**src/common/aer_pkg.sv**
```systemverilog
package aer_pkg;

    // Event word field widths
    localparam int EVT_ROW_W = 6;                 // Up to 64 rows
    localparam int EVT_COL_W = 6;                 // Up to 64 columns
    localparam int EVT_TS_W  = 18;                // Wall clock bits kept per event

    // Pixel request layout
    localparam int PIX_REQ_W  = 2;                // Bit 0 ON, bit 1 OFF
    localparam int PIX_ON_BIT = 0;                // ON bit decides polarity

    // One event, valid in the MSB
    typedef struct packed {
        logic                 valid;              // Set for a real event
        logic [EVT_ROW_W-1:0] row;                // Row address
        logic [EVT_COL_W-1:0] col;                // Column address
        logic                 polarity;           // 1 for ON
        logic [EVT_TS_W-1:0]  ts;                 // Timestamp
    } aer_event_t;

    // Same 32 bits seen as fields or as a bus word
    typedef union packed {
        aer_event_t  evt;                         // Written by the encoder
        logic [31:0] raw;                         // Returned to the host
    } aer_event_u;

    // AXI4-Lite host port
    localparam int AXIL_ADDR_W = 8;
    localparam int AXIL_DATA_W = 32;

    typedef struct packed {
        logic                     aw_valid;
        logic [AXIL_ADDR_W-1:0]   aw_addr;
        logic                     w_valid;
        logic [AXIL_DATA_W-1:0]   w_data;
        logic [AXIL_DATA_W/8-1:0] w_strb;
        logic                     b_ready;
        logic                     ar_valid;
        logic [AXIL_ADDR_W-1:0]   ar_addr;
        logic                     r_ready;
    } axil_req_t;

    typedef struct packed {
        logic                   aw_ready;
        logic                   w_ready;
        logic                   b_valid;
        logic [1:0]             b_resp;
        logic                   ar_ready;
        logic                   r_valid;
        logic [AXIL_DATA_W-1:0] r_data;
        logic [1:0]             r_resp;
    } axil_rsp_t;

    localparam logic [1:0] AXIL_OKAY   = 2'b00;
    localparam logic [1:0] AXIL_SLVERR = 2'b10;

    // Register map
    localparam logic [AXIL_ADDR_W-1:0] REG_CTRL   = 8'h00;  // Bit 0 scan enable
    localparam logic [AXIL_ADDR_W-1:0] REG_STATUS = 8'h04;  // FIFO fill count
    localparam logic [AXIL_ADDR_W-1:0] REG_EVENT  = 8'h08;  // Read pops one event

endpackage

```
**src/design/aer_event_fifo.sv**
```systemverilog
`timescale 1ns/1ps

module aer_event_fifo #(
    parameter int FIFO_DEPTH = 16
) (
    input  logic                          clk_i,
    input  logic                          reset_i,
    input  logic                          wr_en_i,
    input  aer_pkg::aer_event_u           wr_data_i,
    input  logic                          rd_en_i,
    output aer_pkg::aer_event_u           rd_data_o,      // Head word, shown ahead of the pop
    output logic                          full_o,
    output logic                          empty_o,
    output logic [$clog2(FIFO_DEPTH):0]   count_o
);

    import aer_pkg::*;

    localparam int AW = $clog2(FIFO_DEPTH);

    aer_event_u  mem [FIFO_DEPTH];
    logic [AW-1:0] wr_ptr_q;
    logic [AW-1:0] rd_ptr_q;
    logic [AW:0]   count_q;

    always_ff @(posedge clk_i or posedge reset_i)
    begin
        if (reset_i)
        begin
            wr_ptr_q <= '0;
            rd_ptr_q <= '0;
            count_q  <= '0;
        end
        else
        begin
            if (wr_en_i)
                wr_ptr_q <= wr_ptr_q + 1'b1;    // Depth is a power of two
            if (rd_en_i)
                rd_ptr_q <= rd_ptr_q + 1'b1;
            count_q <= count_q + (AW + 1)'(wr_en_i) - (AW + 1)'(rd_en_i);
        end
    end

    always_ff @(posedge clk_i)
    begin
        if (wr_en_i)
            mem[wr_ptr_q] <= wr_data_i;
    end

    assign rd_data_o = mem[rd_ptr_q];
    assign count_o   = count_q;
    assign empty_o   = (count_q == '0);
    // Also raised one entry early, since a write already in flight takes the last slot
    assign full_o    = (count_q == (AW + 1)'(FIFO_DEPTH)) ||
                       (count_q == (AW + 1)'(FIFO_DEPTH - 1) && wr_en_i && !rd_en_i);

    a_no_overflow: assert property (@(posedge clk_i) disable iff (reset_i)
        wr_en_i |-> count_q != (AW + 1)'(FIFO_DEPTH))
        else $error("Write into full FIFO");

    a_no_underflow: assert property (@(posedge clk_i) disable iff (reset_i)
        rd_en_i |-> count_q != '0)
        else $error("Read from empty FIFO");

endmodule

```
**config.mk**
```make
export PLATFORM = sky130hd
export DESIGN_NAME = aer_event_fifo
export DESIGN_NICKNAME = d
export VERILOG_FILES = /design/src/common/aer_pkg.sv /design/src/design/aer_event_fifo.sv
export SDC_FILE = /design/constraint.sdc
export NUM_CORES = 1
export LEC_CHECK = 0
export BUFFER_PORTS_ARGS = -buffer_cell sky130_fd_sc_hd__buf_2
export CAP_MARGIN = 20
export CORE_AREA = 2 2 186 370
export CTS_BUF_LIST = sky130_fd_sc_hd__clkbuf_8
export DETAILED_ROUTE_END_ITERATION = 12
export DIE_AREA = 0 0 188 372
export PLACE_DENSITY = 0.54
export SYNTH_ARGS = -nofsm -noshare
export SYNTH_HDL_FRONTEND = slang
export SYNTH_SLANG_ARGS = --single-unit
export TNS_END_PERCENT = 50
```
**constraint.sdc**
```tcl
create_clock -name clk_i -period 5.5 [get_ports clk_i]
set_input_delay 1.1 -clock clk_i [delete_from_list [all_inputs] [get_ports clk_i]]
set_output_delay 1.1 -clock clk_i [all_outputs]
set_load 0.02 [all_outputs]
```
---- After elaboration in Yosys (flattened, before gate mapping) ----
Memories as Yosys holds them, arrays and structs flattened.
Cells that the tools add are included.
cells by class
  add/subtract/negate cells ............... 4
  eq/ne operators ......................... 2
  mux-type cells .......................... 2
  reduce and logical (&&, ||, !) cells .... 5
operator list
  cell                                                  count
  adder 4 x 1 -> 4 bit (second input constant)          2
  adder 5 x 1 -> 5 bit                                  1
  equality test 5 x 4 -> 1 bit (second input constant)  1
  equality test 5 bit (second input constant)           1
  zero test 5 bit                                       1
  subtractor 5 x 1 -> 5 bit                             1
  logical AND 1 bit                                     2
  2-to-1 mux 1 bit                                      2
  zero test 1 bit                                       1
  logical OR 1 bit                                      1
word-level totals
  register bits ........................... 13
  memory bits (writable) .................. 512
  input port bits ......................... 36
  output and inout port bits .............. 39
  logic and storage cells ................. 17
  memories ................................ 1
memory list
  memory  words  width  rd ports  clocked after Yosys merged registers in  write ports  line                  RTL
  mem     16     32     1         0                                        1            aer_event_fifo.sv:21  aer_event_u mem [FIFO_DEPTH];

---- Logic depth before layout (Yosys ltp) ----
  depth after elaboration ................. 4
  depth in mapped cells ................... 10
  gate-level depth less buffers ........... 10

---- Least setup slack after synthesis ----
No wires, ideal clock.
  kind .................................... input port to output port
  start point ............................. in wr_en_i
  end point ............................... out full_o
  arrival time ............................ 2077 ps
  setup slack ............................. 2323 ps
  stages on the path ...................... 4
  buffers on the path ..................... 1
  cell sequence ........................... clkbuf_1 nor2b_1 nand4_1 o21ai_0
between the ends
  word-level cells in the longest chain between the ends .. 3
RTL lines
  element                         line                  RTL
  start: declaration              aer_event_fifo.sv:8   input logic wr_en_i,
  logical AND 1 bit (2 in a row)  aer_event_fifo.sv:55  (count_q == (AW + 1)'(FIFO_DEPTH - 1) && wr_en_i && !rd_en_i);
  logical OR 1 bit                aer_event_fifo.sv:54  assign full_o = (count_q == (AW + 1)'(FIFO_DEPTH)) ||
  end: declaration                aer_event_fifo.sv:12  output logic full_o,
Every way passes these cells.

==> run metrics <==
outcome complete, no violations; Sink Count 525; Seq/Total Area, Yosys between 70 and 80%; final WL between 40 and 50 mm; Final GP Congestion 0.726; Global Route met1 Usage 16.6%; crit-path max FO 45; r2r startpoint wr_ptr_q[2]; syn nets 920; cts hold-fix bufs 0; dominant cell type by area after synthesis edfxtp_1; most instantiated cells after synthesis edfxtp_1 (512), mux4_2 (128), a22oi_1 (64), nand2_1 (37), clkbuf_1 (25); worst r2r dst mem[1][13]; Setup TNS 0 ns; R2R depth 3; initial antenna violation count 5; total power around 12 mW; Die ar. between 60000 and 70000 sq um; clock latency on the worst-skew pair 0.63 ns; largest family of logic cells by synthesized area multiplexers; Vias/cell ~4.7; Pleak 7.43 nW; DR vias 9281; post-synthesis mux area share 14.5%; arrival time worst endpoint around 3.0 ns; CTS root buffer clkbuf_8; post-layout util about a third; Synth Area in Adders less than 1%; final worst-path cycle share between 70% and 80%; required time of the critical path between 4 and 5 ns; H-tree depth 3; Clock Skews 0.0197 ns; DRC 0; VDD IR-drop max 0.291 mV; num ports 75; register-to-register path setup slack 3.09 ns; kind of critical path flip-flop to output port; area post-placement 21500 sq um; Post-synth EDFFs between 500 and 600; Setup crit start rd_ptr_q[1]; Mapped Area 20000 sq um; compound-gate portion of the synthesized area 2.58%; GR peak layer met2; grt met3 use 2.64%; worst-margin pin slew 1.04 ns; Final setup viols 0; synthesis-stage register bit count 525; Core Area ~67000 sq um; First DRT Iteration DRCs 773; Post-CTS Setup Inserts 0; worst hold path type primary input to async pin; startpoint types flip-flop; Synth cell types 27; antenna-violating nets left 0; # Max-Cap Violations 0; Layout area overhead 14.7%; Post-Synth Simple-Gate Area 1.63%; P per Cell Area 502 nW/um^2; Post-CTS Resized 0; post-synth top area share 77.0%; Final Hold Viols 0; # diodes 0; first-pass GRT wire length 66.8 mm; CP Capture Type output port; most common cell in the netlist edfxtp_1; NumNets Final 1057; wire length per cell 23.3 microns; count of final max-slew check failures 0; Starting Density 29.6%; RSZ-0062 raised after global routing false; Die H 372 microns; CTS buffer count 81; top post-synthesis cells by area edfxtp_1 (77%), mux4_2 (14%), a22oi_1 (2.4%); hpwl dp 24.2 mm; pin count of the biggest net entering global routing 60; Port Buffers 74; Ys Warns 0; asr flop ratio synth ~2.5%; Post-Syn Instances 871; GRT Util Overall 13.1%; row cnt ~140; Max Fclk 0.245 GHz; layout cells sized above 1 about a third; vias in the first global route 10100; Die Wd about 190 microns; CTS tree built; Period minus WS final 4.09 ns; GRT overflow 0; post-route design area 22900 sq um; Clock Path Buffers 3; drt first pass iters 4; Avg Inst Size Synth roughly 23 sq um; Worst slew margin 30.8%; most used flip-flop cell after synthesis edfxtp_1; last element of the critical path rd_data_o[11]; GR Util met2 22.5%; clock slew at reported path FFs 0.06 ns; Synth Area in XOR/XNOR less than 1%
[how the worst min path moves through the flow]
stage	slack (ns)	endpoint	start	cells after the start
floorplan	0.49	rd_ptr_q[3]	rd_ptr_q[3]	1
global placement	0.52	wr_ptr_q[3]	wr_ptr_q[3]	1
detailed placement	0.55	wr_ptr_q[0]	wr_ptr_q[0]	1
CTS	0.47	wr_ptr_q[1]	reset_i	2
global route	0.52	wr_ptr_q[1]	reset_i	2
finish	0.51	wr_ptr_q[1]	reset_i	2
[power breakdown]
group,internal (mW),switching (mW),total (mW)
clock,1.41,1.46,2.87
sequential,4.83,0.256,5.08
combinational,1.49,2.06,3.55
[cells by family after synthesis]
| family | Yosys count |
|---|---|
| xor gates and xnor gates | 10 |
| DFF | 525 |
| AOI/OAI and AO/OA | 70 |
| and+or+nand+nor | 67 |
| adders and majority gates | 13 |
| buffers and inverters | 57 |
| muxes | 129 |
[stage by stage]
step           std cells  worst slack [ns]  hold slack [ns]
2_1_floorplan        871              2.32            0.494
3_3_place_gp        1815              1.94            0.517
3_5_place_dp        1815              1.95            0.550
4_1_cts             1961              1.25            0.469
5_1_grt             1961              1.18            0.520
6_report            1961              1.41            0.505
[registers in the layout, indices dropped and copies added (netlist names)]
register,count
count_o,5
mem,512
rd_ptr_q,4
wr_ptr_q,4
[area by class of cell]
cell class                      count  area (sq um)
Inverter                           12          45.0
Timing Repair Buffer               99           596
Sequential cell                   525         15700
Clock buffer                       83          1140
Tap cell                          890          1110
Clock inverter                     63           275
Fill cell                        6316         44500
Multi-Input combinational cell    289          4040
[worst max-delay path, stage by stage, from the launching register on]
cell and delay [ns]:
dfrtp_4 0.88, buf_4 0.52, mux4_2 0.37, a22oi_1 0.23, nand2_1 0.12, buf_2 0.17
[placed cells by master, fill, tap and decap left out, drive strengths merged, types with 3 or more instances in the layout]
cell      netlist  final
mux4          128    128
xor2            4      4
clkinv          0     30
inv            12     42
buf            20     99
nor2b           4      4
a22oi          64     64
ha             12     12
edfxtp        512    512
clkinvlp        0      3
nand2          37     37
and2           17     17
clkbuf         25     83
xnor2           6      6
dfrtp          13     13
nand4           3      3
[metal layers]
layer	part of all wire (%)	vias up
met5	0.15	-
met4	2.0	10
met3	5.2	80
met2	51	281
met1	42	4951
li1	-	3959
No activity file was read; power rests on OpenSTA's default activity.
