==> src/common/aer_pkg.sv <==
package aer_pkg;

    // Event word field widths
    localparam int EVT_ROW_W = 6;                 // Up to 64 rows
    localparam int EVT_COL_W = 6;                 // Up to 64 columns
    localparam int EVT_TS_W  = 18;                // Wall clock bits kept per event

    // Pixel request layout
    localparam int PIX_REQ_W  = 2;                // Bit 0 ON, bit 1 OFF
    localparam int PIX_ON_BIT = 0;                // ON bit decides polarity

    // One event, valid in the MSB
    typedef struct packed {
        logic                 valid;              // Set for a real event
        logic [EVT_ROW_W-1:0] row;                // Row address
        logic [EVT_COL_W-1:0] col;                // Column address
        logic                 polarity;           // 1 for ON
        logic [EVT_TS_W-1:0]  ts;                 // Timestamp
    } aer_event_t;

    // Same 32 bits seen as fields or as a bus word
    typedef union packed {
        aer_event_t  evt;                         // Written by the encoder
        logic [31:0] raw;                         // Returned to the host
    } aer_event_u;

    // AXI4-Lite host port
    localparam int AXIL_ADDR_W = 8;
    localparam int AXIL_DATA_W = 32;

    typedef struct packed {
        logic                     aw_valid;
        logic [AXIL_ADDR_W-1:0]   aw_addr;
        logic                     w_valid;
        logic [AXIL_DATA_W-1:0]   w_data;
        logic [AXIL_DATA_W/8-1:0] w_strb;
        logic                     b_ready;
        logic                     ar_valid;
        logic [AXIL_ADDR_W-1:0]   ar_addr;
        logic                     r_ready;
    } axil_req_t;

    typedef struct packed {
        logic                   aw_ready;
        logic                   w_ready;
        logic                   b_valid;
        logic [1:0]             b_resp;
        logic                   ar_ready;
        logic                   r_valid;
        logic [AXIL_DATA_W-1:0] r_data;
        logic [1:0]             r_resp;
    } axil_rsp_t;

    localparam logic [1:0] AXIL_OKAY   = 2'b00;
    localparam logic [1:0] AXIL_SLVERR = 2'b10;

    // Register map
    localparam logic [AXIL_ADDR_W-1:0] REG_CTRL   = 8'h00;  // Bit 0 scan enable
    localparam logic [AXIL_ADDR_W-1:0] REG_STATUS = 8'h04;  // FIFO fill count
    localparam logic [AXIL_ADDR_W-1:0] REG_EVENT  = 8'h08;  // Read pops one event

endpackage

==> src/design/aer_axil_slave.sv <==
`timescale 1ns/1ps

module aer_axil_slave #(
    parameter int FIFO_DEPTH = 16
) (
    input  logic                          clk_i,
    input  logic                          reset_i,
    input  aer_pkg::axil_req_t            axil_req_i,
    input  logic [$clog2(FIFO_DEPTH):0]   fifo_count_i,
    input  logic                          fifo_empty_i,
    input  aer_pkg::aer_event_u           fifo_data_i,
    output aer_pkg::axil_rsp_t            axil_rsp_o,
    output logic                          fifo_rd_o,      // Pop head event
    output logic                          scan_en_o
);

    import aer_pkg::*;

    logic                   aw_rdy_q;          // AW and W ready share one pulse
    logic                   ar_rdy_q;
    logic                   b_vld_q;
    logic                   r_vld_q;
    logic [1:0]             b_resp_q;
    logic [1:0]             r_resp_q;
    logic [AXIL_DATA_W-1:0] r_data_q;
    logic [AXIL_DATA_W-1:0] rd_word;           // Decoded read value
    logic                   rd_err;
    logic                   wr_err;
    logic                   wr_hs;
    logic                   rd_hs;

    assign wr_hs  = aw_rdy_q && axil_req_i.aw_valid && axil_req_i.w_valid;
    assign rd_hs  = ar_rdy_q && axil_req_i.ar_valid;
    assign wr_err = (axil_req_i.aw_addr != REG_CTRL);  // Only CTRL is writable

    always_comb
    begin
        rd_word = '0;
        rd_err  = 1'b0;
        case (axil_req_i.ar_addr)
            REG_CTRL:   rd_word = AXIL_DATA_W'(scan_en_o);
            REG_STATUS: rd_word = AXIL_DATA_W'(fifo_count_i);
            REG_EVENT:  rd_word = fifo_empty_i ? '0 : fifo_data_i.raw;  // Empty reads as valid 0
            default:    rd_err  = 1'b1;
        endcase
    end

    assign fifo_rd_o = rd_hs && (axil_req_i.ar_addr == REG_EVENT) && !fifo_empty_i;

    always_ff @(posedge clk_i or posedge reset_i)
    begin
        if (reset_i)
        begin
            aw_rdy_q  <= 1'b0;
            ar_rdy_q  <= 1'b0;
            b_vld_q   <= 1'b0;
            r_vld_q   <= 1'b0;
            scan_en_o <= 1'b0;
        end
        else
        begin
            // Single-cycle ready pulses, held off while a response is pending
            aw_rdy_q <= axil_req_i.aw_valid && axil_req_i.w_valid && !aw_rdy_q && !b_vld_q;
            ar_rdy_q <= axil_req_i.ar_valid && !ar_rdy_q && !r_vld_q;
            if (wr_hs)
                b_vld_q <= 1'b1;
            else if (axil_req_i.b_ready)
                b_vld_q <= 1'b0;
            if (rd_hs)
                r_vld_q <= 1'b1;
            else if (axil_req_i.r_ready)
                r_vld_q <= 1'b0;
            if (wr_hs && !wr_err && axil_req_i.w_strb[0])
                scan_en_o <= axil_req_i.w_data[0];
        end
    end

    always_ff @(posedge clk_i)
    begin
        if (wr_hs)
            b_resp_q <= wr_err ? AXIL_SLVERR : AXIL_OKAY;
        if (rd_hs)
        begin
            r_data_q <= rd_word;               // Popped event latched here
            r_resp_q <= rd_err ? AXIL_SLVERR : AXIL_OKAY;
        end
    end

    always_comb
    begin
        axil_rsp_o.aw_ready = aw_rdy_q;
        axil_rsp_o.w_ready  = aw_rdy_q;
        axil_rsp_o.b_valid  = b_vld_q;
        axil_rsp_o.b_resp   = b_resp_q;
        axil_rsp_o.ar_ready = ar_rdy_q;
        axil_rsp_o.r_valid  = r_vld_q;
        axil_rsp_o.r_data   = r_data_q;
        axil_rsp_o.r_resp   = r_resp_q;
    end

endmodule

==> config.mk <==
export PLATFORM = sky130hd
export DESIGN_NAME = aer_axil_slave
export DESIGN_NICKNAME = d
export VERILOG_FILES = /design/src/common/aer_pkg.sv /design/src/design/aer_axil_slave.sv
export SDC_FILE = /design/constraint.sdc
export NUM_CORES = 1
export LEC_CHECK = 0
export ABC_CLOCK_PERIOD_IN_PS = 2400
export BUFFER_PORTS_ARGS = -buffer_cell sky130_fd_sc_hd__buf_2
export CORE_ASPECT_RATIO = 2
export CORE_MARGIN = 2
export CORE_UTILIZATION = 38
export CTS_CLUSTER_DIAMETER = 40
export CTS_CLUSTER_SIZE = 30
export DETAILED_ROUTE_END_ITERATION = 8
export GPL_TIMING_DRIVEN = 0
export MAX_ROUTING_LAYER = met4
export PLACE_DENSITY = 0.84
export SYNTH_ARGS = -nofsm -noshare
export SYNTH_HDL_FRONTEND = slang
export SYNTH_SLANG_ARGS = --single-unit
export TNS_END_PERCENT = 1
==> constraint.sdc <==
create_clock -name clk_i -period 2.4 [get_ports clk_i]
set_input_delay 0.36 -clock clk_i [delete_from_list [all_inputs] [get_ports clk_i]]
set_output_delay 0.36 -clock clk_i [all_outputs]
set_load 0.02 [all_outputs]
# After elaboration in Yosys (flattened, before gate mapping)
# Cells that the tools add are included.
# totals
reg_bits,41
elab_cells,41
# classes
n_reduce_logical,23
n_mux,8
n_eq_ne,2
# ops
operator,n
one-hot mux 32 bit (3 select lines),1
two-way mux 32 bit,1
logical AND 1 bit,12
"== test 8 x 3 -> 1 bit, second input constant",1
"== test 8 x 4 -> 1 bit, second input constant",1
logical NOT 8 bit,1
nonzero test 8 bit,1
logical NOT 1 bit,6
two-way mux 1 bit,4
two-way mux 2 bit,2
nonzero test 2 bit,2
OR reduction 3 bit,1

# Longest topological paths before layout
# Gate-level depths: netlist of the first run.
# depth
ltp_word,4
mapped_depth,5
mapped_depth_nobuf,3

# Worst setup path after synthesis of the first run
# Ideal clock, no wire load.
# synth_timing
path_kind,input to output
start,input port axil_req_i[9] in the netlist's numbering
end,output port fifo_rd_o
setup_slack_ps,481
required_time_ps,2040
stages,2
t_arrival_ps,1559
cell_sequence,and2_1 -> and2_1
# synth_via
elab_chain_len,3
# synth_lines
element,line_no,rtl
from (decl),aer_axil_slave.sv:8,"input aer_pkg::axil_req_t axil_req_i,"
logical AND 1 bit,aer_axil_slave.sv:33,assign rd_hs = ar_rdy_q && axil_req_i.ar_valid;
logical AND 1 bit (2 in a row),aer_axil_slave.sv:48,assign fifo_rd_o = rd_hs && (axil_req_i.ar_addr == REG_EVENT) && !fifo_empty_i;
to (decl),aer_axil_slave.sv:13,"output logic fifo_rd_o,"
# Every way passes these cells.

# Worst setup path in the final report of the first run
# layout_timing
start,register ar_rdy_q
end,output port fifo_rd_o
# layout_via
elab_chain_len,3
# layout_lines
element,line_no,rtl
from (decl),aer_axil_slave.sv:20,logic ar_rdy_q;
from (signal assigned),aer_axil_slave.sv:64,ar_rdy_q <= axil_req_i.ar_valid && !ar_rdy_q && !r_vld_q;
logical AND 1 bit,aer_axil_slave.sv:33,
named net rd_hs,aer_axil_slave.sv:30,logic rd_hs;
logical AND 1 bit (2 in a row),aer_axil_slave.sv:48,
# The timed path passes the listed nets, and every way through them passes these cells.

==> results.md, run 1 <==
- Status: finished, final reports clean
- First-pass DRT Iterations: 4
- Synthesized cell area: 1630 sq um
- PwrDens: 663 nW/um^2
- Total negative setup slack: 0 ns
- Chip width: 50.2 microns
- Syn avg cell area: 14.4 sq um
- Clock transition at the registers of the reported paths: 0.07 ns
- RSZ-0062 raised after global routing: no
- Global route overflow: 0
- I/O Buffers: 103
- Pwr Total: 1.56 mW
- Ys Warns: 0
- Non-filler cells in the finished layout: 278
- Post-CTS setup buffers: 0
- Initial Util: 39.8%
- Crit-path cells: and2_2, and2_1, buf_2
- Final Hold Viols: 0
- Synth-to-Final Area Change: 44.8%
- Total global-route track usage: 14.3%
- Achievable Freq: 0.487 GHz
- Leak: 1.14 nW
- DP Wirelength: 2740 microns
- Clock Tree Root: clkbuf_8
- Finished Cell Area: 2350 sq um
- Avg WL per Cell: 12.0 microns
- Critical-path maximum fanout: 35
- Critical-path top delay cell: and2_2
- Sequential area share after synthesis: 70.5%
- Netlist cell types: 22
- R2r setup slk: 1.00 ns
- Worst Skew: 0.00318 ns
- Y dimension of the die: 96.5 microns
- Place WS: 0.0487 ns
- Max H-tree Level: 2
- DRT iter0 DRCs: 16
- Crit Path Class: reg2out
- Max VDD drop: 0.429 mV
- CTS tree: done
- Final worst slack: 0.346 ns
- Placed insts: 269
- CTS sink count: 39
- Die area: 4850 sq um
- Max-slew headroom: 49.4%
- Hold WS: 0.296 ns
- Avg Vias per Cell: 4.40
- Residual DRC: 0
- Period utilisation layout: 85.6%
- Reg2reg end: r_data_q[23]$_DFFE_PP_
- Worst-skew pair later-pin latency: 0.28 ns
- GP Congestion: 0.725
- Hold depth: 3
- Vias in the first global route: 1,100
- TritonCTS buffer count: 5
- Crit path DAT: 1.69 ns
- Share of cells above drive strength 1: 54.4%
- Worst-margin pin slew: 0.760 ns
- Hold Path Origin: axil_req_i[47]
- Min Tclk post-route: 2.05 ns
- Initial antenna violation count: 0
- Placed cell area: 2210 sq um
- Worst path max stage delay: 0.65 ns
- Critical path buffers and inverters: 1
- R2r worst-path depth: 1
- Critical Path RT: 2.04 ns
- CTS Buffer Depth: 2
- FILL cells: 370
- Max Slew Vio Count: 0
- Row count: 33
- Via count: 1,222
- Worst Hold Class: in2reg
- Largest delay contributor family on the critical path: simple AND/OR/NAND/NOR gates
- Area occupied by multi-input gates: 390 sq um
- CP endpoint kind: output pin
- Antenna cells: 0
- Routed Antenna Nets: 0
- Final setup viols: 0
- I/O pin count: 140
- Register area: 1150 sq um
- CP Launch Type: flip-flop
- Cells after synthesis: 113
- Pin count of the biggest net entering global routing: 36
- Final core occ: 57.6%
- Final net count: 322
- Sink of the worst hold path: aw_rdy_q$_DFF_PP0_
- First-pass GRT wire length: 4830 microns
- #FFs+latches synth: 39
- Core Region: 4090 sq um
- Final WL: 3350 microns
- Max-Cap Viols: 0
- Reg2Reg Launch Point: ar_rdy_q$_DFF_PP0_
## cell usage after synthesis, drive strengths merged
| master | number | share of area, % |
|---|---|---|
| nand4 | 1 | 0.39 |
| dfrtp | 5 | 7.7 |
| conb | 1 | 0.23 |
| buf | 10 | 5.1 |
| nor4 | 3 | 1.2 |
| and2 | 29 | 11 |
| edfxtp | 34 | 63 |
| nand2 | 4 | 0.92 |
| inv | 3 | 0.69 |
| nand3b | 1 | 0.46 |
| a22oi | 4 | 1.8 |
| nand2b | 1 | 0.39 |
| and2b | 1 | 0.46 |
| a21oi | 1 | 0.31 |
| mux2 | 1 | 0.69 |
| a21o | 4 | 1.8 |
| and3 | 2 | 0.77 |
| nor3 | 1 | 0.31 |
| nor3b | 2 | 1.6 |
| nor2 | 5 | 1.2 |
## tightest hold or removal path, delay by kind of cell
family / cells / cell delay [ns]
buf+inv: 1 / 0.10
simple gates: 2 / 0.09
## cells by family (layout without fill, tap and decap cells)
group | after synthesis | count (layout) | synth area share (%)
AOI/OAI and AO/OA | 9 | 9 | 4.00
buffers and inverters | 13 | 125 | 5.77
other | 1 | 2 | 0.231
and+or+nand+nor | 50 | 50 | 18.8
DFF | 39 | 39 | 70.5
muxes | 1 | 1 | 0.693
## registers in the layout, indices dropped and copies added, names as in the netlist
name	cells
b_resp_q	1
ar_rdy_q	1
aw_rdy_q	1
r_data_q	32
b_vld_q	1
scan_en_o	1
r_resp_q	1
r_vld_q	1
## placed cells by master (no fill, tap or decap), types with 2 or more instances in the layout
master	netlist	final
nand2_1	4	4
and2_1	29	28
buf_2	0	103
dfrtp_1	5	5
inv_1	3	3
nor2_1	5	5
edfxtp_1	34	34
nor4_1	3	3
bufinv_16	0	2
and3_1	2	2
buf_6	2	2
a22oi_1	4	4
buf_4	8	8
conb_1	1	2
clkbuf_8	0	5
a21o_1	4	4
## what timing repair did
action / 4_1_cts / 5_1_grt
resized for setup: 1 / 0
hold buffers: 1 / 0
setup endpoints to repair: 1 / 0
hold endpoints to repair: 5 / 0
## per-layer routing
metal,wire (microns),track usage (%),up-vias
li1,-,-,610
met4,62,8.33,0
met2,1910,25.0,67
met5,0,-,-
met1,1080,13.7,538
met3,295,4.00,7
## worst max-delay path by stage
stage / start / end / slack [ns] / cells past startpoint
after floorplan: axil_req_i[9] / fifo_rd_o / 0.48 / 2
after global placement: axil_req_i[9] / fifo_rd_o / 0.12 / 4
after detailed placement: axil_req_i[9] / fifo_rd_o / 0.05 / 4
after CTS: ar_rdy_q$_DFF_PP0_ / fifo_rd_o / 0.31 / 3
after global routing: ar_rdy_q$_DFF_PP0_ / fifo_rd_o / 0.20 / 3
final: ar_rdy_q$_DFF_PP0_ / fifo_rd_o / 0.35 / 3
## report_power, final
group	internal (mW)	switching [mW]	leakage [nW]
Sequential	0.763	0.00917	0.400
Clock	0.415	0.210	0.0654
Combinational	0.0750	0.0872	0.671
## layout make-up
| class | instances | area share, % |
|---|---|---|
| flip-flops and latches | 39 | 48.7 |
| repair buffers | 104 | 22.3 |
| multi-input cells | 62 | 16.6 |
| plain buffers | 10 | 3.51 |
| clock buffers | 6 | 3.08 |
| well taps | 52 | 2.76 |
| clock inverters | 2 | 2.55 |
| inverters | 3 | 0.478 |
Note: power is estimated with default switching activity, not from simulation.
==> inputs of run 2 (changes only) <==
Settings changed: CORE_UTILIZATION 38 to 39, CTS_BUF_LIST from default to sky130_fd_sc_hd__clkbuf_8, PLACE_DENSITY 0.84 to 0.86.
==> run 2 against run 1 <==
Effect of this change:
- non-clock buffer count unchanged
- clock power decreased by 0.8%
- final cell count unchanged
- largest power group unchanged
- critical endpoint unchanged
- final area unchanged
- largest cell class unchanged
==> results.md, run 2 (same netlist as run 1, synthesis figures left out) <==
- Status: finished, final reports clean
- Max reg flops: 32
- Placed insts: 269
- Critical Path RT: 2.04 ns
- Crit Path Class: reg2out
- Initial Util: 40.2%
- I/O Buffers: 103
- Critical-path maximum fanout: 35
- Antenna cells: 0
- I/O pin count: 140
- Largest reg by FF count: r_data_q
- Worst Hold Class: in2reg
- Routed Antenna Nets: 0
- Y dimension of the die: 95.3 microns
- Synth-to-Final Area Change: 44.8%
- Final Hold Viols: 0
- Pin count of the biggest net entering global routing: 36
- Max Slew Vio Count: 0
- Final setup viols: 0
- Via count: 1,243
- Total negative setup slack: 0 ns
- Crit-path cells: and2_2, and2_1, buf_2
- Max-slew headroom: 50.8%
- Post-CTS setup buffers: 0
- Die area: 4730 sq um
- Max VDD drop: 0.527 mV
- Non-filler cells in the finished layout: 278
- Commonest non-fill, non-tap cells in the layout: buf_2, edfxtp_1, and2_1
- DP Wirelength: 2750 microns
- CTS tree: done
- Worst-margin pin slew: 0.738 ns
- Chip width: 49.6 microns
- GP Congestion: 0.716
- Row count: 33
- First-pass GRT wire length: 4890 microns
- Vias in the first global route: 1,194
- Most common cell after layout, fill and taps aside: buf_2
- Avg Vias per Cell: 4.47
- CP Launch Type: flip-flop
- Crit path DAT: 1.67 ns
- Period utilisation layout: 84.8%
- Critical-path top delay cell: and2_2
- Clock transition at the registers of the reported paths: 0.07 ns
- Leak: 1.14 nW
- Final net count: 322
- Worst-skew pair later-pin latency: 0.28 ns
- Max-Cap Viols: 0
- CTS Buffer Depth: 2
- RSZ-0062 raised after global routing: no
- Share of cells above drive strength 1: 54.4%
- First-pass DRT Iterations: 4
- Worst Skew: 0.00474 ns
- Min Tclk post-route: 2.03 ns
- PwrDens: 661 nW/um^2
- Core Region: 4050 sq um
- Final WL: 3390 microns
- Achievable Freq: 0.492 GHz
- Worst path max stage delay: 0.64 ns
- DRT iter0 DRCs: 25
- Clock Tree Root: clkbuf_8
- CTS sink count: 39
- Initial antenna violation count: 0
- Residual DRC: 0
- TritonCTS buffer count: 5
- Avg WL per Cell: 12.2 microns
- Pwr Total: 1.56 mW
- R2r setup slk: 1.02 ns
- CP endpoint kind: output pin
- FILL cells: 359
- Global route overflow: 0
- Total global-route track usage: 14.3%
- Max H-tree Level: 2
run 2: worst paths after layout:
kind	from	endpoint	cells past startpoint
worst max-delay path	ar_rdy_q$_DFF_PP0_	fifo_rd_o	3
worst min-delay path	axil_req_i[47]	aw_rdy_q$_DFF_PP0_	3
worst max register to register	ar_rdy_q$_DFF_PP0_	r_data_q[11]$_DFFE_PP_	1
worst min register to register	ar_rdy_q$_DFF_PP0_	ar_rdy_q$_DFF_PP0_	1
max in group asynchronous	reset_i	b_vld_q$_DFFE_PP0P_	3
min in group asynchronous	reset_i	scan_en_o$_DFFE_PP0P_	3
run 2: per-layer routing:
metal | vias to the layer above | wire, microns | GRT usage [%]
li1 | 609 | - | -
met1 | 546 | 1100 | 13.5
met2 | 78 | 1870 | 24.7
met3 | 10 | 319 | 4.23
met4 | 0 | 98 | 9.26
met5 | - | 0 | -
run 2: area by class of cell:
type	instances	area, sq um	share of cell area (%)
tap	52	65.1	2.76
timing repair buffer	104	526	22.3
multi-input combinational	62	390	16.6
clock inverter	3	63.8	2.71
sequential	39	1150	48.7
buffer	10	82.6	3.51
inverter	3	11.3	0.478
clock buffer	5	68.8	2.92
run 2: critical path: cells and delay by family (launching register included):
family                 cells  cell delay (ns)
DFF                        1             0.36
buffers and inverters      1             0.16
and+or+nand+nor            2             0.86
run 2: power breakdown:
part | switching, mW | leakage [nW] | internal, mW | total, mW
clock network | 0.209 | 0.0695 | 0.411 | 0.620
registers | 0.00894 | 0.400 | 0.763 | 0.772
logic | 0.0875 | 0.671 | 0.0750 | 0.163
total | 0.306 | 1.14 | 1.25 | 1.56
run 2: what timing repair did:
action | 4_1_cts | 5_1_grt
hold endpoints to repair | 5 | 0
gates resized for setup | 1 | 0
endpoints found under the setup margin | 1 | 0
hold buffers | 1 | 0
run 2: per-stage QoR:
step	utilization, %	area, sq um	setup WS (ns)	hold WS, ns
after floorplan	-	1630	0.481	0.139
final	58.2	2350	0.365	0.300
after detailed placement	54.6	2210	0.0680	0.276
after global routing	58.2	2350	0.228	0.300
after global placement	54.6	2210	0.113	0.273
after CTS	58.2	2350	0.324	0.283
