File: src/common/aer_pkg.sv
package aer_pkg;

    // Event word field widths
    localparam int EVT_ROW_W = 6;                 // Up to 64 rows
    localparam int EVT_COL_W = 6;                 // Up to 64 columns
    localparam int EVT_TS_W  = 18;                // Wall clock bits kept per event

    // Pixel request layout
    localparam int PIX_REQ_W  = 2;                // Bit 0 ON, bit 1 OFF
    localparam int PIX_ON_BIT = 0;                // ON bit decides polarity

    // One event, valid in the MSB
    typedef struct packed {
        logic                 valid;              // Set for a real event
        logic [EVT_ROW_W-1:0] row;                // Row address
        logic [EVT_COL_W-1:0] col;                // Column address
        logic                 polarity;           // 1 for ON
        logic [EVT_TS_W-1:0]  ts;                 // Timestamp
    } aer_event_t;

    // Same 32 bits seen as fields or as a bus word
    typedef union packed {
        aer_event_t  evt;                         // Written by the encoder
        logic [31:0] raw;                         // Returned to the host
    } aer_event_u;

    // AXI4-Lite host port
    localparam int AXIL_ADDR_W = 8;
    localparam int AXIL_DATA_W = 32;

    typedef struct packed {
        logic                     aw_valid;
        logic [AXIL_ADDR_W-1:0]   aw_addr;
        logic                     w_valid;
        logic [AXIL_DATA_W-1:0]   w_data;
        logic [AXIL_DATA_W/8-1:0] w_strb;
        logic                     b_ready;
        logic                     ar_valid;
        logic [AXIL_ADDR_W-1:0]   ar_addr;
        logic                     r_ready;
    } axil_req_t;

    typedef struct packed {
        logic                   aw_ready;
        logic                   w_ready;
        logic                   b_valid;
        logic [1:0]             b_resp;
        logic                   ar_ready;
        logic                   r_valid;
        logic [AXIL_DATA_W-1:0] r_data;
        logic [1:0]             r_resp;
    } axil_rsp_t;

    localparam logic [1:0] AXIL_OKAY   = 2'b00;
    localparam logic [1:0] AXIL_SLVERR = 2'b10;

    // Register map
    localparam logic [AXIL_ADDR_W-1:0] REG_CTRL   = 8'h00;  // Bit 0 scan enable
    localparam logic [AXIL_ADDR_W-1:0] REG_STATUS = 8'h04;  // FIFO fill count
    localparam logic [AXIL_ADDR_W-1:0] REG_EVENT  = 8'h08;  // Read pops one event

endpackage

File: src/design/aer_event_encoder.sv
`timescale 1ns/1ps

module aer_event_encoder #(
    parameter int ROWS = 8,
    parameter int COLS = 8
) (
    input  logic                                          clk_i,
    input  logic                                          reset_i,
    input  logic                                          scan_en_i,      // Runs the wall clock
    input  logic                                          grant_valid_i,
    input  logic [$clog2(ROWS)-1:0]                       grant_row_i,
    input  logic [$clog2(COLS)-1:0]                       grant_col_i,
    input  logic [ROWS-1:0][COLS-1:0][aer_pkg::PIX_REQ_W-1:0] req_i,
    output logic                                          wr_en_o,
    output aer_pkg::aer_event_u                           wr_data_o
);

    import aer_pkg::*;

    logic [EVT_TS_W-1:0]  ts_q;                  // Free-running wall clock
    logic [PIX_REQ_W-1:0] pix_req;              // Granted pixel's live request

    always_ff @(posedge clk_i or posedge reset_i)
    begin
        if (reset_i)
            ts_q <= '0;
        else if (scan_en_i)
            ts_q <= ts_q + 1'b1;                // No wrap handling
    end

    assign pix_req = req_i[grant_row_i][grant_col_i];

    // FIFO takes the word on the edge that ends the grant cycle
    assign wr_en_o = grant_valid_i;

    always_comb
    begin
        wr_data_o.evt.valid    = 1'b1;
        wr_data_o.evt.row      = EVT_ROW_W'(grant_row_i);
        wr_data_o.evt.col      = EVT_COL_W'(grant_col_i);
        wr_data_o.evt.polarity = pix_req[PIX_ON_BIT];  // ON beats OFF when both set
        wr_data_o.evt.ts       = ts_q;
    end

    // Pixel keeps requesting through the cycle its grant is shown
    a_req_held: assert property (@(posedge clk_i) disable iff (reset_i)
        grant_valid_i |-> pix_req != '0)
        else $error("Granted pixel dropped its request too early");

endmodule

File: config.mk
export PLATFORM = sky130hd
export DESIGN_NAME = aer_event_encoder
export DESIGN_NICKNAME = d
export VERILOG_FILES = /design/src/common/aer_pkg.sv /design/src/design/aer_event_encoder.sv
export SDC_FILE = /design/constraint.sdc
export NUM_CORES = 1
export LEC_CHECK = 0
export ABC_AREA = 1
export BUFFER_PORTS_ARGS = -buffer_cell sky130_fd_sc_hd__buf_2
export CAP_MARGIN = 10
export CORE_AREA = 2 2 53 93
export DETAILED_ROUTE_END_ITERATION = 6
export DIE_AREA = 0 0 55 95
export PLACE_DENSITY = 0.86
export SYNTH_ARGS = -nofsm -noshare
export SYNTH_HDL_FRONTEND = slang
export SYNTH_SLANG_ARGS = --single-unit
File: constraint.sdc
create_clock -name clk_i -period 2 [get_ports clk_i]
set_clock_uncertainty 0.1 [all_clocks]
set_input_delay 0.3 -clock clk_i [delete_from_list [all_inputs] [get_ports clk_i]]
set_output_delay 0.3 -clock clk_i [all_outputs]
set_load 0.01 [all_outputs]
After elaboration in Yosys (flattened, before gate mapping):

Index checks and enable logic that the tools add are counted.

* register bits after elaboration: 18
* input bits: 138
* output and inout port bits: 33

* mux-type cells: 4
* add/subtract/negate cells: 1
* $lt $le $gt $ge: 2

Operator list (count)
* 16-bit binary-select mux with 3-bit select: 1
* 18-bit by 1-bit adder with 18-bit output (second input constant): 1
* 16-bit 2-to-1 mux: 1
* 3-bit by 4-bit < comparator with 1-bit output (second input constant): 2
* 2-bit binary-select mux with 3-bit select: 1
* 1-bit 2-to-1 mux: 1

Longest topological paths before layout:

Gate-level depths: netlist of the first run.

* depth after elaboration: 4
* depth in mapped cells: 11

Worst setup path after synthesis of the first run:

OpenSTA, ideal clock, no wires.

* kind: input -> output
* start point: in grant_row_i[0]
* end point: out wr_data_o[18] in the netlist's numbering
* buffers on the path: 2
* data arrival time: 1148 ps
* stages: 11
* path slack: 452 ps
* cells stage by stage: buf_2 inv_2 buf_4 nand2_1 nand3_1 nand3_1 nand2_1 nand2_1 nand3_1 nand3_1 nand2_1

RTL lines
* start, declared: line aer_event_encoder.sv:11 `input logic [$clog2(ROWS)-1:0] grant_row_i,`
* end, declared: line aer_event_encoder.sv:15 `output aer_pkg::aer_event_u wr_data_o`

==> run_results.csv, run 1 <==
group,metric,value,unit
setup_path,arrival,1.49,ns
sta,tightest_slew,0.6535,ns
run,cap_violations,0,
place,port_buffers,97,
floorplan,die-area,5225,um^2
setup_path,cp_num_buf_inv,3,
floorplan,die_w,55,um
floorplan,placementRows,33,
sta,min_period,1.886,ns
clocking,cts_tree,"done",
finish,largest_reg_flops,18,
finish,num-nets-final,480,
floorplan,fp.dieH,95,um
place,dpl.hpwl,3.994,mm
detailed_routing,vias_per_cell,4.847,
finish,finalNonFillerCells,392,
clocking,cts_hold_buf,0,
clocking,ctsResizeCount,0,
synthesis,syn_area,1644,um^2
synthesis,ys_seq_area_share,27.40,%
clocking,numCtsBuffers,3,
power,ir_drop,0.6260,mV
synthesis,syn_inst,254,
global_route,grt_use_total,17.88,%
detailed_routing,drt_iter0_drc,44,
setup_path,cp_num_cells,11,
floorplan,io_pins,171,
global_route,grt_max_degree,28,
global_route,grt_pass1_vias,1690,
outcome,outcome,"finished clean",
detailed_routing,drt_wl_total,4.854,mm
setup_path,crit_path_max_fanout,27,
power,p_leak,1.276,nW
sta,hold_slack,0.02945,ns
finish,layout_common_cells,"97 x nand2_1, 97 x buf_2, 57 x nand3_1",
sta,fin_setup_tns,0,ns
detailed_routing,drc,0,
finish,largest-register,"ts_q",
synthesis,synthFlopType,"dfrtp_1",
synthesis,ys_ff_latch,18,
clocking,cts_max_level,1,
detailed_routing,vias,1900,
power,power_density,611.2,nW/um^2
finish,drive_gt1_share,34.71,%
sta,final-setup-viol-count,0,
sta,period_share,94.29,%
synthesis,synth-async-reset-ratio,100.0,%
floorplan,initial_core_util,36.20,%
setup_path,slowest_stage,"buf_4",
global_route,antenna_found_initial,0,
sta,grt_setup_unrepaired,"false",
clocking,post_cts_buffers,0,
setup_path,critical_path.max_stage_delay,0.28,ns
global_route,grt_pass1_wl,6.913,mm
min_path,hold_class,"primary input to async pin",
clocking,clkTransAtPathRegs,0.07,ns
synthesis,synth-edff-count,0,
finish,largest_registers,"ts_q x18",
clocking,cts_max_path_buffers,2,
detailed_routing,first_pass_iters,6,
setup_path,cp-start-kind,"primary input",
detailed_routing,detail-route-antenna-nets,0,
global_route,overflow,0,
finish,area_delta_synth_final,30.75,%
sta,slew_headroom,56.39,%
setup_path,path_cells,"buf_2, buf_4, nand2_1, nand3_1, nand3_1, nand2_1, nand2_1, nand3_1, nand3_1, nand2_1, buf_2",
place,post-place-cells,388,
clocking,cts.sinks,18,
floorplan,coreArea,4542,um^2
setup_path,crit_family,"simple AND/OR/NAND/NOR gates",
sta,fmax,530.3,MHz
synthesis,avgSynthCellArea,6.473,um^2
synthesis,yosysUniqueCellTypes,23,
setup_path,crit_required,1.60,ns
setup_path,reg2reg_depth,6,
setup_path,worstSetupPathType,"primary input to primary output",
sta,final_max_slew_viol_count,0,
detailed_routing,wl_per_cell,12.38,um
synthesis,yosys_warnings,0,
finish,antenna_cells,0,
sta,hold_viol,0,
clocking,clk-insertion-delay-late,0.25,ns
clocking,cts_root_buf,"clkbuf_8",
setup_path,cp-end-kind,"primary output",
place,routabilityCongestion,0.7795,
worst paths after layout:
path                                 end  slack, ns      startpoint
min in group clk_i               ts_q[0]       0.18       scan_en_i
setup reg to reg                ts_q[16]       0.42         ts_q[0]
hold / removal                   ts_q[1]       0.03         reset_i
setup / recovery           wr_data_o[18]       0.11  grant_row_i[0]
hold reg to reg                 ts_q[17]       0.36        ts_q[17]
max in group asynchronous        ts_q[8]       1.35         reset_i
final cells by class:
| cell class | count | area [um^2] |
|---|---|---|
| flip-flops and latches | 18 | 450.4 |
| repair buffers | 102 | 535.5 |
| clock buffers | 4 | 55.05 |
| inverters | 16 | 60.06 |
| well taps | 52 | 65.06 |
| fillers | 459 | 2392 |
| multi-input cells | 200 | 983.4 |
power by group:
group          switching (W)  internal (W)  total (W)  leakage [nW]
combinational       0.000271      0.000215   0.000487          1.01
sequential         0.0000988      0.000434   0.000532         0.238
clock               0.000120      0.000175   0.000295        0.0288
synth_stat cells (all sizes together), types with 2 or more instances:
cell type,number,area [um^2]
nand4,2,27.53
xor2,12,105.1
nor2,9,48.80
conb,2,7.510
xnor2,5,43.79
nand3,57,285.3
nand2,100,382.9
buf,24,165.2
inv,16,60.06
nor3,4,25.02
dfrtp,18,450.4
routing by layer:
layer  global-route usage, %  vias up  part of all wire (%)
li1                        -      958                     -
met1                   13.32      837                    35
met2                   39.48      100                    53
met3                   4.114        5                    12
met4                   3.659        0                  0.78
met5                       0        -                     0
through the flow:
stage / total power, W / util (%) / worst slack, ns / instance area [um^2]
after detailed placement: 0.001025 / 46.12 / 0.1153 / 2095
after global placement: 0.001016 / 46.12 / 0.1252 / 2095
final: 0.001314 / 47.33 / 0.1141 / 2150
after floorplan: 0.0008304 / - / 0.4524 / 1663
after CTS: 0.001322 / 47.33 / 0.1160 / 2150
after global routing: 0.001403 / 47.33 / 0.006192 / 2150
kinds of logic after synthesis:
logic type,Yosys count,share of synthesized area [%]
xor gates and xnor gates,17,9.056
buffers and inverters,41,13.93
and+or+nand+nor,175,48.40
other,2,0.4568
DFF,18,27.40
adders and majority gates,1,0.7609
Note: power is estimated with default switching activity, not from simulation.
==> run 2: changes to the inputs <==
--- a/config.mk
+++ b/config.mk
@@ -11,7 +11,7 @@
 export CORE_AREA = 2 2 53 93
 export DETAILED_ROUTE_END_ITERATION = 6
 export DIE_AREA = 0 0 55 95
-export PLACE_DENSITY = 0.86
+export PLACE_DENSITY = 0.93
 export SYNTH_ARGS = -nofsm -noshare
 export SYNTH_HDL_FRONTEND = slang
 export SYNTH_SLANG_ARGS = --single-unit
==> constraint.sdc (replaced) <==
create_clock -name clk_i -period 2 [get_ports clk_i]
set_clock_uncertainty 0.1 [all_clocks]
set_input_delay 0.2 -clock clk_i [delete_from_list [all_inputs] [get_ports clk_i]]
set_output_delay 0.2 -clock clk_i [all_outputs]
set_load 0.01 [all_outputs]
==> run 2 against run 1 <==
Net effect:
- non-clock buffer count shrank 1
- worst hold slack gained 0.055 ns
- die area is the same
- clock power grew 2%
- total power grew 1.5%
- combinational power grew 0.8%
- cell count shrank 0.26%
- clock-buffer cell count is the same
- via count grew 0.95%
- largest cell class unchanged
- largest power group unchanged
==> run_results.csv, run 2 (synthesis results as in run 1) <==
group,metric,value,unit
clocking,clkTransAtPathRegs,0.07,ns
floorplan,initial_core_util,36.20,%
setup_path,cp-end-kind,"primary output",
clocking,cts_max_path_buffers,2,
finish,regArea,450.4,um^2
global_route,overflow,0,
floorplan,placementRows,33,
finish,area_delta_synth_final,29.68,%
power,p_leak,1.266,nW
place,port_buffers,97,
detailed_routing,detail-route-antenna-nets,0,
place,dpl.hpwl,3.920,mm
clocking,cts_tree,"done",
detailed_routing,drc,0,
setup_path,cp-start-kind,"primary input",
place,routabilityCongestion,0.7946,
min_path,hold_class,"primary input to register",
setup_path,crit_start,"grant_row_i[0]",
finish,largest_reg_flops,18,
sta,fin_ws,0.1845,ns
setup_path,cp_num_buf_inv,3,
detailed_routing,wl_per_cell,12.58,um
finish,final.fill_count,445,
setup_path,crit_required,1.70,ns
clocking,cts.sinks,18,
detailed_routing,first_pass_iters,4,
setup_path,r2r-start,"ts_q[0]",
sta,final_max_slew_viol_count,0,
clocking,numCtsBuffers,3,
floorplan,coreArea,4542,um^2
detailed_routing,drt_wl_total,4.918,mm
finish,largest_registers,"ts_q x18",
clocking,cts_root_buf,"clkbuf_8",
finish,antenna_cells,0,
power,ir_drop,0.7007,mV
setup_path,slowest_stage,"inv_2",
global_route,grt_pass1_vias,1725,
setup_path,crit_path_max_fanout,32,
sta,hold_viol,0,
sta,period_share,90.78,%
floorplan,io_pins,171,
outcome,outcome,"finished clean",
sta,slew_headroom,55.56,%
floorplan,fp.dieH,95,um
global_route,grt_use_total,18.24,%
clocking,cts_max_level,1,
detailed_routing,drt_iter0_drc,37,
place,post-place-ws,0.1904,ns
global_route,antenna_found_initial,0,
finish,drive_gt1_share,34.22,%
detailed_routing,vias_per_cell,4.905,
sta,grt_setup_unrepaired,"false",
detailed_routing,vias,1918,
floorplan,die_w,55,um
sta,final-setup-viol-count,0,
sta,min_period,1.816,ns
power,power_density,625.2,nW/um^2
global_route,grt_max_degree,33,
floorplan,die-area,5225,um^2
finish,num-nets-final,479,
finish,layout_common_cells,"97 x nand2_1, 97 x buf_2, 57 x nand3_1",
clocking,clk-insertion-delay-late,0.26,ns
min_path,min_from,"scan_en_i",
sta,tightest_slew,0.6659,ns
setup_path,arrival,1.52,ns
setup_path,worstSetupPathType,"primary input to primary output",
run,cap_violations,0,
sta,fmax,550.8,MHz
finish,largest-register,"ts_q",
global_route,grt_pass1_wl,6.996,mm
finish,multiInputGateArea,983.4,um^2
setup_path,critical_path.max_stage_delay,0.36,ns
sta,fin_setup_tns,0,ns
setup_path,path_cells,"buf_2, inv_2, nand2_1, nand3_1, nand3_1, nand2_1, nand2_1, nand3_1, nand3_1, nand2_1, buf_2",
setup_path,crit_family,"simple AND/OR/NAND/NOR gates",
run 2: changes by cell type in the layout (fill, tap and decap cells not counted), sizes merged:
cell         change
dlygate4sd3      +1
buf              -2
run 2: worst paths after layout:
check	endpoint	slack, ns	depth (start not counted)
worst max-delay path	wr_data_o[18]	0.18	11
max in group asynchronous	ts_q[8]	0.88	3
worst min-delay path	ts_q[0]	0.08	2
worst max register to register	ts_q[16]	0.42	6
min in group asynchronous	ts_q[17]	0.49	3
worst min register to register	ts_q[17]	0.38	1
run 2: worst register-to-register path: cells and delay by family, from the launching register on:
| family | cells | cell delay, ns |
|---|---|---|
| flip-flops | 1 | 0.42 |
| AND/OR/NAND/NOR | 4 | 0.66 |
| adder cells (fa/ha/maj) | 1 | 0.18 |
| XOR/XNOR | 1 | 0.16 |
run 2: layer usage:
metal,global-route usage [%],vias up,routed length [um]
met5,0,-,0
met4,5.894,0,67
met3,3.956,5,500
met2,39.09,109,2606
met1,13.90,850,1743
li1,-,954,-
run 2: area by class of cell:
| cell class | count | share of cell area [%] |
|---|---|---|
| repair buffers | 101 | 24.30 |
| flip-flops and latches | 18 | 21.13 |
| well taps | 52 | 3.052 |
| inverters | 16 | 2.817 |
| clock buffers | 4 | 2.582 |
| multi-input cells | 200 | 46.13 |
run 2: what timing repair did:
action | in CTS | in global routing
gates resized for setup | 0 | 0
hold buffers | 1 | 0
hold endpoints to repair | 18 | 0
setup buffers | 0 | 0
run 2: where the power goes:
group          total (W)  switching, W  internal (W)
combinational   0.000491      0.000278      0.000213
clock           0.000302      0.000127      0.000175
sequential      0.000540      0.000106      0.000433
total            0.00133      0.000511      0.000822
run 2: per-stage QoR:
stage | power (W) | cell area (um^2) | utilization, % | cells | hold slack (ns)
3_3_place_gp | 0.001008 | 2067 | 45.51 | 386 | 0.2086
5_1_grt | 0.001418 | 2132 | 46.94 | 391 | 0.09743
3_5_place_dp | 0.001036 | 2067 | 45.51 | 386 | 0.2406
6_report | 0.001333 | 2132 | 46.94 | 391 | 0.08460
4_1_cts | 0.001340 | 2132 | 46.94 | 391 | 0.08408
2_1_floorplan | 0.0008304 | 1663 | - | 259 | 0.03857
==> run 3: changes to the inputs <==
--- a/config.mk
+++ b/config.mk
@@ -8,10 +8,12 @@
 export ABC_AREA = 1
 export BUFFER_PORTS_ARGS = -buffer_cell sky130_fd_sc_hd__buf_2
 export CAP_MARGIN = 10
-export CORE_AREA = 2 2 53 93
+export CELL_PAD_IN_SITES_DETAIL_PLACEMENT = 1
+export CELL_PAD_IN_SITES_GLOBAL_PLACEMENT = 2
+export CORE_AREA = 2 2 80 140
 export DETAILED_ROUTE_END_ITERATION = 6
-export DIE_AREA = 0 0 55 95
-export PLACE_DENSITY = 0.93
+export DIE_AREA = 0 0 82 142
+export PLACE_DENSITY = 0.92
 export SYNTH_ARGS = -nofsm -noshare
 export SYNTH_HDL_FRONTEND = slang
 export SYNTH_SLANG_ARGS = --single-unit
==> run 3 against run 2 <==
Net effect:
- total power increased by 9.2%
- combinational power increased by 4%
- worst hold slack got worse by 0.0094 ns
- setup slack improved by 0.20 ns
- register-to-register slack about the same
- largest power group unchanged
==> run_results.csv, run 3 (synthesis results as in run 1) <==
group,metric,value,unit
min_path,hold-path-endpoint,"ts_q[0]",
clocking,cts_max_level,1,
setup_path,r2r_slack,0.42,ns
clocking,clk-insertion-delay-late,0.26,ns
sta,slew_headroom,52.26,%
setup_path,cp_common_cell,"nand3_1",
setup_path,critical_path.max_stage_delay,0.24,ns
power,ir_drop,0.5349,mV
global_route,antenna_found_initial,0,
global_route,grt_use_total,11.71,%
sta,tightest_slew,0.7153,ns
min_path,hold_class,"primary input to register",
sta,min_period,1.615,ns
detailed_routing,wl_per_cell,13.81,um
clocking,cts_max_path_buffers,2,
clocking,cts_root_buf,"clkbuf_16",
sta,final-setup-viol-count,0,
detailed_routing,first_pass_iters,4,
finish,area_delta_synth_final,39.27,%
sta,grt_setup_unrepaired,"false",
sta,fin_setup_tns,0,ns
detailed_routing,vias,1889,
finish,final.fill_count,1371,
floorplan,die-area,11640,um^2
outcome,outcome,"finished clean",
finish,finalNonFillerCells,470,
floorplan,die_w,82,um
setup_path,r2r-end,"ts_q[16]",
global_route,overflow,0,
power,p_leak,1.293,nW
place,routabilityCongestion,0.8608,
finish,antenna_cells,0,
detailed_routing,drc,0,
setup_path,cp_num_buf_inv,3,
finish,layout_common_cells,"97 x nand2_1, 97 x buf_2, 57 x nand3_1",
clocking,numCtsBuffers,3,
place,dpl.hpwl,5.527,mm
min_path,min_from,"scan_en_i",
global_route,grt_pass1_vias,2068,
power,p_total,0.001456,W
place,port_buffers,97,
power,power_density,635.8,nW/um^2
setup_path,worstSetupPathType,"primary input to primary output",
sta,hold_slack,0.07521,ns
finish,largest-register,"ts_q",
clocking,cts.sinks,18,
global_route,grt_max_degree,34,
run,cap_violations,0,
min_path,hold_depth,2,
sta,period_share,80.74,%
setup_path,cp-start-kind,"primary input",
floorplan,coreArea,10510,um^2
floorplan,io_pins,171,
setup_path,r2r-start,"ts_q[0]",
floorplan,initial_core_util,15.64,%
setup_path,crit_path_max_fanout,16,
finish,utilization,21.79,%
sta,fmax,619.3,MHz
finish,largest_registers,"ts_q x18",
floorplan,placementRows,50,
clocking,post_cts_buffers,0,
setup_path,slowest_stage,"inv_2",
detailed_routing,detail-route-antenna-nets,0,
place,post-place-cells,466,
clocking,cts_tree,"done",
sta,final_max_slew_viol_count,0,
floorplan,fp.dieH,142,um
finish,largest_reg_flops,18,
global_route,grt_pass1_wl,10.29,mm
sta,hold_viol,0,
detailed_routing,vias_per_cell,4.019,
setup_path,crit_required,1.70,ns
clocking,clkTransAtPathRegs,0.05,ns
setup_path,cp-end-kind,"primary output",
finish,num-nets-final,481,
setup_path,path_cells,"buf_2, inv_2, nand3_1, nand3_1, nand2_1, nand2_1, nand3_1, nand3_1, nand2_1, buf_2",
setup_path,arrival,1.31,ns
setup_path,cp_num_cells,10,
detailed_routing,drt_wl_total,6.489,mm
setup_path,reg2reg_depth,6,
detailed_routing,drt_iter0_drc,44,
setup_path,crit_family,"simple AND/OR/NAND/NOR gates",
clocking,ctsResizeCount,0,
finish,drive_gt1_share,34.41,%
run 3: changes by cell type in the layout (fill, tap and decap cells not counted), sizes merged:
cell	previous run	this run
clkbuf	4	3
buf	100	102
run 3: timing repair:
action	4_1_cts	5_1_grt
setup endpoints to repair	0	0
hold buffers	1	0
hold endpoints to repair	18	0
run 3: area by class of cell:
class	count	area, um^2	area share, %
clock buffer	3	75.07	3.279
tap	130	162.7	7.104
sequential	18	450.4	19.67
timing repair buffer	103	558.0	24.37
inverter	16	60.06	2.623
multi-input combinational	200	983.4	42.95
run 3: metrics by stage:
step                      cell area, um^2  worst slack, ns
final                                2290           0.3852
after global routing                 2290           0.1667
after CTS                            2290           0.2803
after detailed placement             2205           0.2823
after global placement               2205           0.2954
after floorplan                      1663           0.5460
run 3: worst reg2reg max path: stages, from the launching register on:
cell     delay, ns
dfrtp_1       0.40
ha_1          0.18
nand2_2       0.08
nor2_4        0.21
nand4_1       0.19
nor3_2        0.18
xor2_1        0.16
run 3: per-layer routing:
metal	vias up	wire length (um)	GRT usage, %
li1	955	-	-
met1	846	2364	11.59
met2	83	3564	23.19
met3	5	467	2.030
met4	0	92	3.947
met5	-	0	0
run 3: report_power, final:
group          switching (W)  leakage [nW]  internal, W  total, W
clock network       0.000145        0.0370     0.000264  0.000409
logic               0.000291          1.02     0.000220  0.000511
registers           0.000102         0.238     0.000434  0.000536
run 3: worst max-delay path by stage:
stage / from / to / slack, ns
6_report: grant_row_i[1] / wr_data_o[18] / 0.39
5_1_grt: grant_row_i[1] / wr_data_o[18] / 0.17
4_1_cts: grant_row_i[1] / wr_data_o[18] / 0.28
3_5_place_dp: grant_row_i[1] / wr_data_o[18] / 0.28
3_3_place_gp: grant_row_i[1] / wr_data_o[18] / 0.30
2_1_floorplan: ts_q[0] / ts_q[16] / 0.55
